## config.mk

```make
export PLATFORM = sky130hd
export DESIGN_NAME = lenet_dot_top
export DESIGN_NICKNAME = d
export VERILOG_FILES = /design/src/verilog/lenet_regs_pkg.sv /design/src/verilog/lenet_types_pkg.sv /design/src/verilog/lenet_accumulator.sv /design/src/verilog/lenet_axil_regs.sv /design/src/verilog/lenet_dot_top.sv /design/src/verilog/lenet_index_counter.sv /design/src/verilog/lenet_mac_fsm.sv /design/src/verilog/lenet_operand_buffer.sv /design/src/verilog/lenet_xwyf_mul.sv
export VERILOG_INCLUDE_DIRS = /design/src /design/src/include
export SDC_FILE = /design/constraint.sdc
export NUM_CORES = 1
export LEC_CHECK = 0
export BUFFER_PORTS_ARGS = -buffer_cell sky130_fd_sc_hd__buf_4
export CORE_MARGIN = 2
export CORE_UTILIZATION = 55
export CTS_CLUSTER_SIZE = 12
export DETAILED_ROUTE_END_ITERATION = 16
export HOLD_SLACK_MARGIN = 0.05
export PLACE_DENSITY = 0.71
export SYNTH_ARGS = -nofsm -noshare
export SYNTH_HDL_FRONTEND = slang
export SYNTH_SLANG_ARGS = --single-unit
```

## constraint.sdc

```tcl
create_clock -name clk -period 6.5 [get_ports clk]
set_input_delay 1.3 -clock clk [delete_from_list [all_inputs] [get_ports clk]]
set_output_delay 1.3 -clock clk [all_outputs]
set_load 0.1 [all_outputs]
```

## src/include/lenet_config.svh

```systemverilog
`ifndef LENET_CONFIG_SVH
`define LENET_CONFIG_SVH

// operand storage, one slot per vector element
`define LENET_VEC_DEPTH 16
`define LENET_IDX_W     4
`define LENET_LEN_W     5     // must hold 0 up to LENET_VEC_DEPTH

// datapath
`define LENET_ACC_W     24    // 16 products of 16 bits fit with headroom
`define LENET_SHIFT_W   4

// AXI4-Lite slave
`define LENET_ADDR_W    12
`define LENET_DATA_W    32

// operand windows, one 32-bit word per element
`define LENET_ACT_BASE  12'h100
`define LENET_WGT_BASE  12'h200

`endif

```

## src/verilog/lenet_regs_pkg.sv

```systemverilog
`include "lenet_config.svh"

package lenet_regs_pkg;

    // register offsets
    localparam logic [`LENET_ADDR_W-1:0] REG_CTRL   = 'h000;
    localparam logic [`LENET_ADDR_W-1:0] REG_LEN    = 'h004;
    localparam logic [`LENET_ADDR_W-1:0] REG_STATUS = 'h008;
    localparam logic [`LENET_ADDR_W-1:0] REG_SUM    = 'h00C;
    localparam logic [`LENET_ADDR_W-1:0] REG_OUT    = 'h010;

    // CTRL fields
    localparam int unsigned CTRL_START_BIT = 0;     // write one, self clearing
    localparam int unsigned CTRL_SHIFT_LSB = 8;
    localparam int unsigned CTRL_SHIFT_MSB = 11;

    // STATUS fields
    localparam int unsigned STATUS_BUSY_BIT = 0;
    localparam int unsigned STATUS_DONE_BIT = 1;

    // AXI response codes
    localparam logic [1:0] RESP_OKAY   = 2'b00;
    localparam logic [1:0] RESP_SLVERR = 2'b10;

endpackage

```

## src/verilog/lenet_types_pkg.sv

```systemverilog
`include "lenet_config.svh"

package lenet_types_pkg;

    typedef logic [7:0] act_t;                  // unsigned activation
    typedef logic [7:0] weight_t;               // unsigned weight
    typedef logic [15:0] product_t;             // full 8x8 product width
    typedef logic [`LENET_ACC_W-1:0] acc_t;
    typedef logic [`LENET_IDX_W-1:0] idx_t;

    // one run: clear in prime, stream in run, drain the read pipe in flush
    typedef enum logic [2:0] {
        MAC_IDLE,
        MAC_PRIME,
        MAC_RUN,
        MAC_FLUSH,
        MAC_DONE
    } mac_state_t;

endpackage

```

## src/verilog/lenet_accumulator.sv

```systemverilog
`include "lenet_config.svh"

module lenet_accumulator (
    input  logic                      clk,
    input  logic                      reset,
    input  logic                      clear,
    input  logic                      en,
    input  lenet_types_pkg::product_t product,
    input  logic [`LENET_SHIFT_W-1:0] shift,
    output lenet_types_pkg::acc_t     sum,
    output lenet_types_pkg::act_t     out_act
);

    lenet_types_pkg::acc_t shifted;

    always_ff @(posedge clk) begin
        if (reset || clear) begin
            sum <= '0;
        end else if (en) begin
            sum <= sum + lenet_types_pkg::acc_t'(product);
        end
    end

    // requantize to 8 bits
    assign shifted = sum >> shift;
    assign out_act = (shifted > lenet_types_pkg::acc_t'(8'hFF)) ? 8'hFF : shifted[7:0];

endmodule

```

## src/verilog/lenet_axil_regs.sv

```systemverilog
`include "lenet_config.svh"

module lenet_axil_regs (
    input  logic                         clk,
    input  logic                         reset,
    input  logic [`LENET_ADDR_W-1:0]     awaddr,
    input  logic                         awvalid,
    output logic                         awready,
    input  logic [`LENET_DATA_W-1:0]     wdata,
    input  logic [`LENET_DATA_W/8-1:0]   wstrb,
    input  logic                         wvalid,
    output logic                         wready,
    output logic [1:0]                   bresp,
    output logic                         bvalid,
    input  logic                         bready,
    input  logic [`LENET_ADDR_W-1:0]     araddr,
    input  logic                         arvalid,
    output logic                         arready,
    output logic [`LENET_DATA_W-1:0]     rdata,
    output logic [1:0]                   rresp,
    output logic                         rvalid,
    input  logic                         rready,
    input  logic                         busy,
    input  logic                         done,
    input  lenet_types_pkg::acc_t        sum,
    input  lenet_types_pkg::act_t        out_act,
    output logic                         start,
    output logic                         len_zero,
    output logic [`LENET_LEN_W-1:0]      len,
    output logic [`LENET_SHIFT_W-1:0]    shift,
    output logic                         act_wr_en,
    output logic                         wgt_wr_en,
    output lenet_types_pkg::idx_t        wr_idx,
    output lenet_types_pkg::act_t        wr_data
);

    localparam logic [`LENET_ADDR_W-1:0] WIN_SPAN = `LENET_ADDR_W'(`LENET_VEC_DEPTH * 4);

    logic                     wr_fire;
    logic                     rd_fire;
    logic [`LENET_DATA_W-1:0] rd_word;

    function automatic logic in_window(input logic [`LENET_ADDR_W-1:0] addr,
                                       input logic [`LENET_ADDR_W-1:0] base);
        return (addr >= base) && (addr < base + WIN_SPAN);
    endfunction

    function automatic logic in_map(input logic [`LENET_ADDR_W-1:0] addr);
        logic reg_hit;
        reg_hit = (addr == lenet_regs_pkg::REG_CTRL) || (addr == lenet_regs_pkg::REG_LEN) ||
                  (addr == lenet_regs_pkg::REG_STATUS) || (addr == lenet_regs_pkg::REG_SUM) ||
                  (addr == lenet_regs_pkg::REG_OUT);
        return reg_hit || in_window(addr, `LENET_ACT_BASE) || in_window(addr, `LENET_WGT_BASE);
    endfunction

    assign wr_fire = awvalid && awready && wvalid && wready;
    assign rd_fire = arvalid && arready;

    // operand writes go straight to the buffers on the handshake cycle
    assign act_wr_en = wr_fire && wstrb[0] && in_window(awaddr, `LENET_ACT_BASE);
    assign wgt_wr_en = wr_fire && wstrb[0] && in_window(awaddr, `LENET_WGT_BASE);
    assign wr_idx    = awaddr[2 +: `LENET_IDX_W];   // word index inside the window
    assign wr_data   = wdata[7:0];
    assign len_zero  = (len == '0);

    always_ff @(posedge clk) begin
        if (reset) begin
            awready <= 1'b0;
            wready  <= 1'b0;
            bvalid  <= 1'b0;
            bresp   <= lenet_regs_pkg::RESP_OKAY;
            start   <= 1'b0;
            len     <= '0;
            shift   <= '0;
        end else begin
            // address and data are taken together, never while a response waits
            awready <= !awready && awvalid && wvalid && !bvalid;
            wready  <= !wready && awvalid && wvalid && !bvalid;
            start   <= wr_fire && wstrb[0] && (awaddr == lenet_regs_pkg::REG_CTRL) &&
                       wdata[lenet_regs_pkg::CTRL_START_BIT] && !busy;
            if (wr_fire) begin
                bvalid <= 1'b1;
                bresp  <= in_map(awaddr) ? lenet_regs_pkg::RESP_OKAY : lenet_regs_pkg::RESP_SLVERR;
                if (awaddr == lenet_regs_pkg::REG_CTRL && wstrb[1]) begin
                    shift <= wdata[lenet_regs_pkg::CTRL_SHIFT_MSB:lenet_regs_pkg::CTRL_SHIFT_LSB];
                end
                if (awaddr == lenet_regs_pkg::REG_LEN && wstrb[0]) begin
                    len <= (wdata > `LENET_VEC_DEPTH) ? `LENET_LEN_W'(`LENET_VEC_DEPTH)
                                                      : wdata[`LENET_LEN_W-1:0];
                end
            end else if (bready) begin
                bvalid <= 1'b0;
            end
        end
    end

    always_comb begin
        rd_word = '0;   // operand windows read back as zero
        case (araddr)
            lenet_regs_pkg::REG_CTRL:
                rd_word[lenet_regs_pkg::CTRL_SHIFT_MSB:lenet_regs_pkg::CTRL_SHIFT_LSB] = shift;
            lenet_regs_pkg::REG_LEN:    rd_word[`LENET_LEN_W-1:0] = len;
            lenet_regs_pkg::REG_STATUS: begin
                rd_word[lenet_regs_pkg::STATUS_BUSY_BIT] = busy;
                rd_word[lenet_regs_pkg::STATUS_DONE_BIT] = done;
            end
            lenet_regs_pkg::REG_SUM:    rd_word[`LENET_ACC_W-1:0] = sum;
            lenet_regs_pkg::REG_OUT:    rd_word[7:0] = out_act;
            default: ;
        endcase
    end

    always_ff @(posedge clk) begin
        if (reset) begin
            arready <= 1'b0;
            rvalid  <= 1'b0;
            rresp   <= lenet_regs_pkg::RESP_OKAY;
            rdata   <= '0;
        end else begin
            arready <= !arready && arvalid && !rvalid;
            if (rd_fire) begin
                rvalid <= 1'b1;
                rdata  <= rd_word;
                rresp  <= in_map(araddr) ? lenet_regs_pkg::RESP_OKAY : lenet_regs_pkg::RESP_SLVERR;
            end else if (rready) begin
                rvalid <= 1'b0;
            end
        end
    end

    // responses hold until the master takes them
    b_hold: assert property (@(posedge clk) disable iff (reset)
        bvalid && !bready |=> bvalid && $stable(bresp));
    r_hold: assert property (@(posedge clk) disable iff (reset)
        rvalid && !rready |=> rvalid && $stable(rdata) && $stable(rresp));

endmodule

```

## src/verilog/lenet_dot_top.sv

```systemverilog
`include "lenet_config.svh"

module lenet_dot_top (
    input  logic                       clk,
    input  logic                       reset,
    input  logic [`LENET_ADDR_W-1:0]   awaddr,
    input  logic                       awvalid,
    output logic                       awready,
    input  logic [`LENET_DATA_W-1:0]   wdata,
    input  logic [`LENET_DATA_W/8-1:0] wstrb,
    input  logic                       wvalid,
    output logic                       wready,
    output logic [1:0]                 bresp,
    output logic                       bvalid,
    input  logic                       bready,
    input  logic [`LENET_ADDR_W-1:0]   araddr,
    input  logic                       arvalid,
    output logic                       arready,
    output logic [`LENET_DATA_W-1:0]   rdata,
    output logic [1:0]                 rresp,
    output logic                       rvalid,
    input  logic                       rready
);

    logic                      start;
    logic                      len_zero;
    logic [`LENET_LEN_W-1:0]   len;
    logic [`LENET_SHIFT_W-1:0] shift;
    logic                      act_wr_en;
    logic                      wgt_wr_en;
    lenet_types_pkg::idx_t     wr_idx;
    lenet_types_pkg::act_t     wr_data;
    logic                      busy;
    logic                      done;
    logic                      cnt_clear;
    logic                      cnt_en;
    logic                      acc_clear;
    logic                      acc_en;
    lenet_types_pkg::idx_t     rd_idx;
    logic                      last;
    lenet_types_pkg::act_t     act_rd;
    lenet_types_pkg::weight_t  wgt_rd;
    lenet_types_pkg::product_t product;
    lenet_types_pkg::acc_t     sum;
    lenet_types_pkg::act_t     out_act;

    lenet_axil_regs regs_inst (
        .clk, .reset,
        .awaddr, .awvalid, .awready, .wdata, .wstrb, .wvalid, .wready,
        .bresp, .bvalid, .bready, .araddr, .arvalid, .arready,
        .rdata, .rresp, .rvalid, .rready,
        .busy, .done, .sum, .out_act,
        .start, .len_zero, .len, .shift, .act_wr_en, .wgt_wr_en, .wr_idx, .wr_data
    );

    lenet_operand_buffer #(.payload_t(lenet_types_pkg::act_t)) act_buf (
        .clk, .reset, .wr_en(act_wr_en), .wr_idx, .wr_data,
        .rd_idx, .rd_data(act_rd)
    );

    lenet_operand_buffer #(.payload_t(lenet_types_pkg::weight_t)) wgt_buf (
        .clk, .reset, .wr_en(wgt_wr_en), .wr_idx, .wr_data,
        .rd_idx, .rd_data(wgt_rd)
    );

    lenet_index_counter counter_inst (
        .clk, .reset, .clear(cnt_clear), .en(cnt_en), .len, .rd_idx, .last
    );

    lenet_mac_fsm fsm_inst (
        .clk, .reset, .start, .len_zero, .last,
        .cnt_clear, .cnt_en, .acc_clear, .acc_en, .busy, .done
    );

    lenet_xwyf_mul mul_inst (
        .x(act_rd), .y(wgt_rd), .z(product)
    );

    lenet_accumulator acc_inst (
        .clk, .reset, .clear(acc_clear), .en(acc_en), .product, .shift, .sum, .out_act
    );

endmodule

```

## src/verilog/lenet_index_counter.sv

```systemverilog
`include "lenet_config.svh"

module lenet_index_counter (
    input  logic                    clk,
    input  logic                    reset,
    input  logic                    clear,
    input  logic                    en,
    input  logic [`LENET_LEN_W-1:0] len,
    output lenet_types_pkg::idx_t   rd_idx,
    output logic                    last
);

    always_ff @(posedge clk) begin
        if (reset || clear) begin
            rd_idx <= '0;
        end else if (en && !last) begin
            rd_idx <= rd_idx + 1'b1;   // parks on the last element
        end
    end

    assign last = (`LENET_LEN_W'(rd_idx) == len - 1'b1);

    // relies on the register block clamping len to the vector depth
    no_wrap: assert property (@(posedge clk) disable iff (reset || clear)
        en && !last |-> `LENET_LEN_W'(rd_idx) + 1'b1 < `LENET_LEN_W'(`LENET_VEC_DEPTH));

endmodule

```

## src/verilog/lenet_mac_fsm.sv

```systemverilog
module lenet_mac_fsm (
    input  logic clk,
    input  logic reset,
    input  logic start,
    input  logic len_zero,
    input  logic last,
    output logic cnt_clear,
    output logic cnt_en,
    output logic acc_clear,
    output logic acc_en,
    output logic busy,
    output logic done
);

    lenet_types_pkg::mac_state_t state;
    lenet_types_pkg::mac_state_t state_next;

    always_comb begin
        state_next = state;
        case (state)
            lenet_types_pkg::MAC_IDLE,
            lenet_types_pkg::MAC_DONE: if (start) state_next = lenet_types_pkg::MAC_PRIME;
            lenet_types_pkg::MAC_PRIME:
                state_next = len_zero ? lenet_types_pkg::MAC_DONE : lenet_types_pkg::MAC_RUN;
            lenet_types_pkg::MAC_RUN: if (last) state_next = lenet_types_pkg::MAC_FLUSH;
            lenet_types_pkg::MAC_FLUSH: state_next = lenet_types_pkg::MAC_DONE;
            default: state_next = lenet_types_pkg::MAC_IDLE;
        endcase
    end

    always_ff @(posedge clk) begin
        if (reset) begin
            state  <= lenet_types_pkg::MAC_IDLE;
            acc_en <= 1'b0;
        end else begin
            state  <= state_next;
            acc_en <= cnt_en;   // data arrives one cycle after its index
        end
    end

    assign cnt_clear = (state == lenet_types_pkg::MAC_PRIME);
    assign acc_clear = (state == lenet_types_pkg::MAC_PRIME);
    assign cnt_en    = (state == lenet_types_pkg::MAC_RUN);
    assign busy      = (state == lenet_types_pkg::MAC_PRIME) ||
                       (state == lenet_types_pkg::MAC_RUN) ||
                       (state == lenet_types_pkg::MAC_FLUSH);
    assign done      = (state == lenet_types_pkg::MAC_DONE);   // held until the next start

    idle_quiet: assert property (@(posedge clk) disable iff (reset)
        state == lenet_types_pkg::MAC_IDLE |-> !acc_en);
    // the register block drops a start while busy
    no_start_in_run: assert property (@(posedge clk) disable iff (reset)
        start |-> state != lenet_types_pkg::MAC_RUN);

endmodule

```

## src/verilog/lenet_operand_buffer.sv

```systemverilog
`include "lenet_config.svh"

module lenet_operand_buffer #(
    parameter type payload_t = lenet_types_pkg::act_t
) (
    input  logic                  clk,
    input  logic                  reset,
    input  logic                  wr_en,
    input  lenet_types_pkg::idx_t wr_idx,
    input  payload_t              wr_data,
    input  lenet_types_pkg::idx_t rd_idx,
    output payload_t              rd_data
);

    payload_t mem [`LENET_VEC_DEPTH];

    always_ff @(posedge clk) begin
        if (reset) begin
            for (int i = 0; i < `LENET_VEC_DEPTH; i++) begin
                mem[i] <= payload_t'(0);
            end
            rd_data <= payload_t'(0);
        end else begin
            if (wr_en) begin
                mem[wr_idx] <= wr_data;
            end
            rd_data <= mem[rd_idx];   // one cycle from index to data
        end
    end

endmodule

```

## src/verilog/lenet_xwyf_mul.sv

```systemverilog
module lenet_xwyf_mul (
    input  lenet_types_pkg::act_t     x,
    input  lenet_types_pkg::weight_t  y,
    output lenet_types_pkg::product_t z
);

    logic [7:0]  pp [8];    // pp[i] is y gated by x[i]
    logic [12:0] row1;
    logic [12:0] row2;
    logic [12:0] row3;
    logic [12:0] row4;
    logic [12:0] row5;
    logic [12:0] row6;

    always_comb begin
        for (int i = 0; i < 8; i++) begin
            pp[i] = y & {8{x[i]}};
        end
    end

    // low six rows collapse into gate terms, carries between them are dropped
    always_comb begin
        row1 = '0;
        row2 = '0;
        row3 = '0;
        row4 = '0;
        row5 = '0;
        row6 = '0;

        row1[2]  = pp[0][2] ^ pp[1][1];
        row1[5]  = pp[0][5] & pp[1][4];
        row1[6]  = pp[2][4] | pp[3][3];
        row1[7]  = pp[0][6] & pp[1][5];
        row1[8]  = pp[0][7] ^ pp[1][6];
        row1[9]  = pp[2][7] | pp[3][6];
        row1[10] = pp[3][7];
        row1[11] = pp[4][7] ^ pp[5][6];
        row1[12] = pp[4][7] & pp[5][6];

        row2[5]  = pp[4][1] | pp[5][0];
        row2[6]  = pp[4][1] ^ pp[5][0];
        row2[8]  = pp[1][7];
        row2[9]  = pp[4][4] & pp[5][3];
        row2[10] = pp[4][5] & pp[5][4];
        row2[12] = pp[5][7];

        row3[8]  = pp[2][5] | pp[3][4];
        row3[9]  = pp[4][5] ^ pp[5][4];
        row3[10] = pp[4][6] & pp[5][5];

        row4[8]  = pp[2][6] ^ pp[3][5];
        row4[10] = pp[4][6] | pp[5][5];

        row5[8]  = pp[4][3] | pp[5][2];

        row6[8]  = pp[4][4] ^ pp[5][3];
    end

    // top two rows stay exact
    assign z = lenet_types_pkg::product_t'({pp[6], 6'b0}) +
               lenet_types_pkg::product_t'({pp[7], 7'b0}) +
               row1 + row2 + row3 + row4 + row5 + row6;

endmodule

```

==> Word-level counts from Yosys, hierarchy flattened <==
Memories as Yosys holds them, arrays and structs flattened. A register that Yosys moved wholly into a read port is not among the register bits.
Cells that the tools add are included.
{ "totals": {"regBits": 75, "mem_bits_rw": 256, "input_bits": 67, "out_inout_bits": 41, "word_cells": 170, "mem_count": 2} }
{ "classes": {"n_addsub": 10, "n_lt_le_gt_ge": 10, "n_eq_ne": 15, "shifts": 1, "mux": 31, "bitwise": 27, "n_reduce_logical": 59} }
{ "mem_list": {"columns": ["memory", "depth", "word_bits", "read_ports", "rd_clocked_by_memory_dff", "write_ports", "line", "rtl"], "rows": [
  ["act_buf.mem", 16, 8, 1, 1, 16, "lenet_operand_buffer.sv:15", "payload_t mem [`LENET_VEC_DEPTH];"],
  ["wgt_buf.mem", 16, 8, 1, 1, 16, "lenet_operand_buffer.sv:15", null]
]} }
{ "ops": {"columns": ["operator", "count"], "rows": [
  ["$and A8 B8 Y8", 8],
  ["$eq A12 B4 Y1 const B", 4],
  ["$add A16 B11 Y16", 2],
  ["$add A16 B13 Y16", 2],
  ["$add A16 B9 Y16", 2],
  ["$gt A32 B5 Y1 const B", 1],
  ["$logic_and A1 B1 Y1", 25],
  ["$add A24 B16 Y24", 1],
  ["$eq A12 B3 Y1 const B", 2],
  ["$eq A12 B5 Y1 const B", 2],
  ["$ge A12 B10 Y1 const B", 2],
  ["$ge A12 B9 Y1 const B", 2],
  ["$gt A24 B8 Y1 const B", 1],
  ["$logic_not A12 Y1", 2],
  ["$lt A12 B10 Y1 const B", 2],
  ["$lt A12 B9 Y1 const B", 2],
  ["$mux W8", 3],
  ["$shr A24 B4 Y24", 1],
  ["$add A14 B15 Y16", 1],
  ["$reduce_or A8 Y1", 2],
  ["$logic_or A1 B1 Y1", 15],
  ["$mux W1", 14],
  ["$mux W12", 1],
  ["$pmux W3 S4", 1],
  ["other kinds (24)", 55]
]} }

==> Longest topological paths before layout <==
{ "logic_depth": {"word_depth": 10, "depth_mapped": 25} }

==> Cells and area by module <==
From an unflattened synthesis, not the netlist that was laid out.
{ "unflattened": {"cells_unflattened": 1667, "hier_area_um2": 19013.2} }
{ "modules_own_cells": {"columns": ["mod", "instances", "cells_each", "area_each_um2"], "rows": [
  ["lenet_operand_buffer (wgt_buf)", 1, 448, 6228.5],
  ["lenet_operand_buffer (act_buf)", 1, 454, 6223.5],
  ["lenet_accumulator", 1, 327, 2650.0],
  ["lenet_axil_regs", 1, 236, 2104.5],
  ["lenet_xwyf_mul", 1, 143, 1290.0],
  ["lenet_index_counter", 1, 37, 332.8],
  ["lenet_mac_fsm", 1, 22, 183.9]
]} }

==> Worst setup path before layout <==
Ideal clock, no wire load.
{ "synth_path": {"path_kind": "register -> register", "from": "register wgt_buf.rd_data[5] (netlist bit) (read register of wgt_buf.mem)", "to": "register acc_inst.sum[18]", "setup_ns": 0.116, "arrival_time_ns": 5.358, "slack_ns": 1.026, "stages_incl_launch_ff": 23, "n_path_buf": 0, "path_cell_list": "dfxtp_1 and2_1 ha_1 fa_1 inv_1 fa_1 fa_1 fa_1 inv_1 ha_1 fa_1 a21oi_1 nor2_1 nor2_1 o21bai_1 a21oi_1 xnor2_1 ha_1 o21a_1 o21ai_0 a21oi_1 a31oi_1 a41o_1"} }
{ "synth_via": {"elab_chain_cells": 9, "elab_cells_between_ends": 24} }
{ "synth_lines": {"columns": ["element", "line", "rtl"], "rows": [
  ["start, declared", "lenet_operand_buffer.sv:12", "output payload_t rd_data"],
  ["$and A8 B8 Y8", "lenet_xwyf_mul.sv:17", "pp[i] = y & {8{x[i]}};"],
  ["$add A14 B15 Y16, or another cell as far along", "lenet_xwyf_mul.sv:60", "assign z = lenet_types_pkg::product_t'({pp[6], 6'b0}) +"],
  ["$add A16 B13 Y16", "lenet_xwyf_mul.sv:61", "lenet_types_pkg::product_t'({pp[7], 7'b0}) +"],
  ["$add A16 B13 Y16", "lenet_xwyf_mul.sv:62", "row1 + row2 + row3 + row4 + row5 + row6;"],
  ["$add A16 B11 Y16", "lenet_xwyf_mul.sv:62", null],
  ["$add A16 B11 Y16 (*)", "lenet_xwyf_mul.sv:62", null],
  ["$add A16 B9 Y16 (*) (2 in a row)", "lenet_xwyf_mul.sv:62", null],
  ["$add A24 B16 Y24 (*)", "lenet_accumulator.sv:20", "sum <= sum + lenet_types_pkg::acc_t'(product);"],
  ["end signal, assigned", "lenet_accumulator.sv:20", null],
  ["end, declared", "lenet_accumulator.sv:10", "output lenet_types_pkg::acc_t sum,"]
]} }
Every way passes the cells marked *; elsewhere a longest branch is shown, timed or not.
A chain may end at the register's enable or synchronous reset.

==> Final worst setup path <==
{ "layout_path": {"from": "register wgt_buf.rd_data[4] (netlist bit) (read register of wgt_buf.mem)", "to": "register acc_inst.sum[22]"} }
{ "layout_via": {"elab_chain_cells": 9, "elab_cells_between_ends": 22} }
{ "layout_lines": {"columns": ["element", "line"], "rows": [
  ["$and A8 B8 Y8", "lenet_xwyf_mul.sv:17"],
  ["$add A14 B15 Y16, or another cell as far along", "lenet_xwyf_mul.sv:60"],
  ["$add A16 B13 Y16", "lenet_xwyf_mul.sv:61"],
  ["$add A16 B13 Y16", "lenet_xwyf_mul.sv:62"],
  ["$add A16 B11 Y16 (2 in a row)", "lenet_xwyf_mul.sv:62"],
  ["$add A16 B9 Y16", "lenet_xwyf_mul.sv:62"],
  ["$add A16 B9 Y16 (*)", "lenet_xwyf_mul.sv:62"],
  ["$add A24 B16 Y24 (*)", "lenet_accumulator.sv:20"]
]} }
Marked as above.

==> flow_summary.json <==
{
  "cts_tree": "built",
  "skew_ns": 0.0251,
  "dr_total_vias": 12100,
  "seq_area_um2": 9430,
  "tns_ns": 0,
  "crit_path_end_kind": "flip-flop",
  "worst_pin_slew_ns": 1.23,
  "drtIter0Drc": 930,
  "synth.area.top_cells": "edfxtp_1 (42%), mux4_2 (10%), dfxtp_1 (9.5%)",
  "fin_util_pct": 62.4,
  "cts.reportedPaths.clkPinSlew_ns": 0.07,
  "crit_end": "acc_inst.sum[22]$_SDFFE_PP0P_",
  "power.leakage_uw": 0.00767,
  "setup_viol": 0,
  "antenna_left": 0,
  "cts_root_buffer": "clkbuf_16",
  "min_period_ns": 5.96,
  "yosysTopAreaCellShare_pct": 42.1,
  "synth_cells": 1520,
  "maxSlewViolCount": 0,
  "nNetsFinal": 1701,
  "ir_drop_mv": 0.275,
  "multi_input_area_um2": 8250,
  "drive_above_1_share_pct": 18.9,
  "final-hold-violation-count": 0,
  "drv_cap": 0,
  "ys_seq_elements": 343,
  "dp_cells": 1973,
  "overflow": 0,
  "n_antenna_cell": 0,
  "gp_congestion": 0.867,
  "cts_buffer_depth": 3,
  "grt_pass1_vias": 12000,
  "post_drt_wl_per_cell_um": 20.7,
  "nFillCells": 2554,
  "die_w_um": 186,
  "drt-pass1-iter-count": 6,
  "reg2reg_slack_ns": 0.54,
  "cts_setup_buffers": 0,
  "critPathLaunchType": "flip-flop",
  "dieHeight_um": 186,
  "num_rows": 66,
  "fin_crit_sh_pct": 91.7,
  "hold_buffers": 0,
  "core_area_um2": 32600,
  "r2r-start": "wgt_buf.rd_data[4]$_SDFF_PP0_",
  "cts_resized": 0,
  "drc": 0,
  "yosysUniqueCellTypes": 72,
  "clock_latency_ns": 0.53,
  "ff2ff_path_depth": 22,
  "numPortBuffers": 95,
  "ys_warn_count": 0,
  "antenna_found_initial": 0,
  "routed_wl_um": 42300,
  "syn_to_final_growth_pct": 11.3,
  "grt_max_degree": 74,
  "max-slew-margin-rel_pct": 17.6,
  "p_per_area_nw_per_um2": 229,
  "die_area_um2": 34700,
  "seq_area_frac_synth_pct": 51.6,
  "syn_area_per_cell_um2": 12.0,
  "htree_levels": 2,
  "hold_path.class": "reg2reg",
  "initial_core_util_pct": 56.0,
  "crit_arrival_ns": 6.39,
  "async_flop_share_pct": 0,
  "r2r-end": "acc_inst.sum[22]$_SDFFE_PP0P_",
  "synth-edff-count": 256,
  "design_area_um2": 20300,
  "via_per_inst": 5.95,
  "startpoint": "wgt_buf.rd_data[4]$_SDFF_PP0_",
  "crit_type": "reg2reg",
  "status": "finished clean",
  "yosys.area.top_type": "edfxtp_1",
  "path_max_fanout": 7,
  "fin_cells": 2040,
  "synth_area_um2": 18300,
  "hpwl_um": 28800,
  "cts_buffers": 38,
  "rsz0062_at_grt": "false",
  "required_ns": 6.93,
  "track_usage_pct": 24.4,
  "grt_pass1_wl_um": 66900,
  "synthFlopType": "edfxtp_1",
  "pin_count": 108,
  "cts_sinks": 343,
  "placed_area_um2": 19200,
  "max_freq_mhz": 168
}
## worst max-delay path: stages, from the launching register on
cell	delay, ns
dfxtp_1	0.45
and2_1	0.17
ha_1	0.24
fa_1	0.54
inv_1	0.05
fa_1	0.50
fa_1	0.51
fa_1	0.54
inv_1	0.04
ha_1	0.21
fa_1	0.41
a21oi_1	0.16
nor2_1	0.05
nor2_1	0.15
o21bai_1	0.08
a21oi_1	0.19
xnor2_1	0.12
ha_1	0.40
o21a_1	0.16
o21ai_0	0.07
a21oi_1	0.44
a21oi_1	0.14
a31o_2	0.23
## layout by cell type, fill, tap and decap left out, types with 13 or more instances in the layout
cell type / count
mux2i_1: 41
a21oi_1: 48
nand2_1: 72
a22oi_1: 21
nor2b_1: 23
xnor2_1: 15
nor3_1: 51
nor2_1: 97
clkbuf_16: 38
nand3_1: 24
and2_1: 228
inv_1: 45
dfxtp_1: 85
nor4_1: 19
mux4_2: 85
and3_1: 24
or2_2: 35
clkbuf_1: 17
fa_1: 20
buf_4: 108
ha_1: 43
o21ai_0: 20
edfxtp_1: 256
nand2b_1: 13
## power by group
group	leakage [µW]	switching (µW)	internal [µW]
Sequential	0.00338	29.3	2400
Clock	0.000539	867	1110
Combinational	0.00375	177	83.6
Total	0.00767	1070	3590
## through the flow
step | power (µW) | hold WS [ns] | setup slack (ns)
floorplan | 2640 | 0.482 | 1.03
global placement | 2730 | 0.441 | 0.576
detailed placement | 2740 | 0.452 | 0.535
CTS | 4690 | 0.461 | 0.533
global route | 4800 | 0.473 | 0.128
finish | 4670 | 0.459 | 0.542
## worst min-delay path by stage
stage                                                   to                              from  cells after the start  slack, ns
after CTS                 regs_inst.rdata[10]$_SDFFE_PP0P_  regs_inst.rdata[10]$_SDFFE_PP0P_                      2       0.46
after global placement    regs_inst.rdata[11]$_SDFFE_PP0P_  regs_inst.rdata[11]$_SDFFE_PP0P_                      2       0.44
after detailed placement  regs_inst.rdata[10]$_SDFFE_PP0P_  regs_inst.rdata[10]$_SDFFE_PP0P_                      2       0.45
after floorplan             fsm_inst.state[0]$_SDFFE_PP0P_    fsm_inst.state[0]$_SDFFE_PP0P_                      1       0.48
final                     regs_inst.rdata[10]$_SDFFE_PP0P_  regs_inst.rdata[10]$_SDFFE_PP0P_                      2       0.46
after global routing       regs_inst.rdata[9]$_SDFFE_PP0P_   regs_inst.rdata[9]$_SDFFE_PP0P_                      2       0.47
## synth_stat cells, drive strengths merged (5+ instances only)
master / n
edfxtp: 256
and2: 229
nor2: 103
dfxtp: 87
mux4: 85
clkbuf: 76
nand2: 74
nor3: 52
a21oi: 48
inv: 45
ha: 43
mux2i: 41
or2: 35
buf: 30
and3: 24
nand3: 24
nor2b: 23
o21ai: 23
a22oi: 21
fa: 20
nor4: 20
xnor2: 15
nand2b: 13
nand4: 12
xor2: 12
mux2: 9
a21o: 7
a31oi: 7
a22o: 6
o211ai: 6
a2111oi: 5
a211oi: 5
o22ai: 5
or4: 5
## state kept, by name, indices dropped and copies added, names as in the netlist
| signal | flops |
|---|---|
| regs_inst.shift | 4 |
| acc_inst.sum | 22 |
| fsm_inst.state | 3 |
| act_buf.mem | 128 |
| regs_inst.bresp | 1 |
| regs_inst.bvalid | 1 |
| act_buf.rd_data | 8 |
| regs_inst.wready | 1 |
| regs_inst.len | 5 |
| regs_inst.awready | 1 |
| regs_inst.arready | 1 |
| wgt_buf.rd_data | 8 |
| regs_inst.start | 1 |
| counter_inst.rd_idx | 4 |
| regs_inst.rresp | 1 |
| regs_inst.rvalid | 1 |
| fsm_inst.acc_en | 1 |
| wgt_buf.mem | 128 |
| regs_inst.rdata | 24 |
## per-layer routing
metal  track usage (%)  wire [µm]  vias to the layer above
met2              41.9      21200                      362
met3              2.56       2270                       68
met4              6.89        972                        0
met5                 0          0                        -
li1                  -          -                     5650
met1              33.2      17800                     6055
## cell type report
cell class / count / share of cell area [%]
sequential: 343 / 46.4
multi-input combinational: 1034 / 40.5
clock buffer: 56 / 5.06
timing repair buffer: 108 / 3.99
tap: 442 / 2.72
inverter: 46 / 0.849
clock inverter: 11 / 0.461
## kinds of logic after synthesis
family	synth area share, %
buffers and inverters	3.48
XOR/XNOR	1.29
flip-flops	51.6
multiplexers	13.3
AND/OR/NAND/NOR	19.3
adder cells (fa/ha/maj)	5.13
AO/OA/AOI/OAI	5.94
other	0.0205
Power figures use the tool's default switching activity.
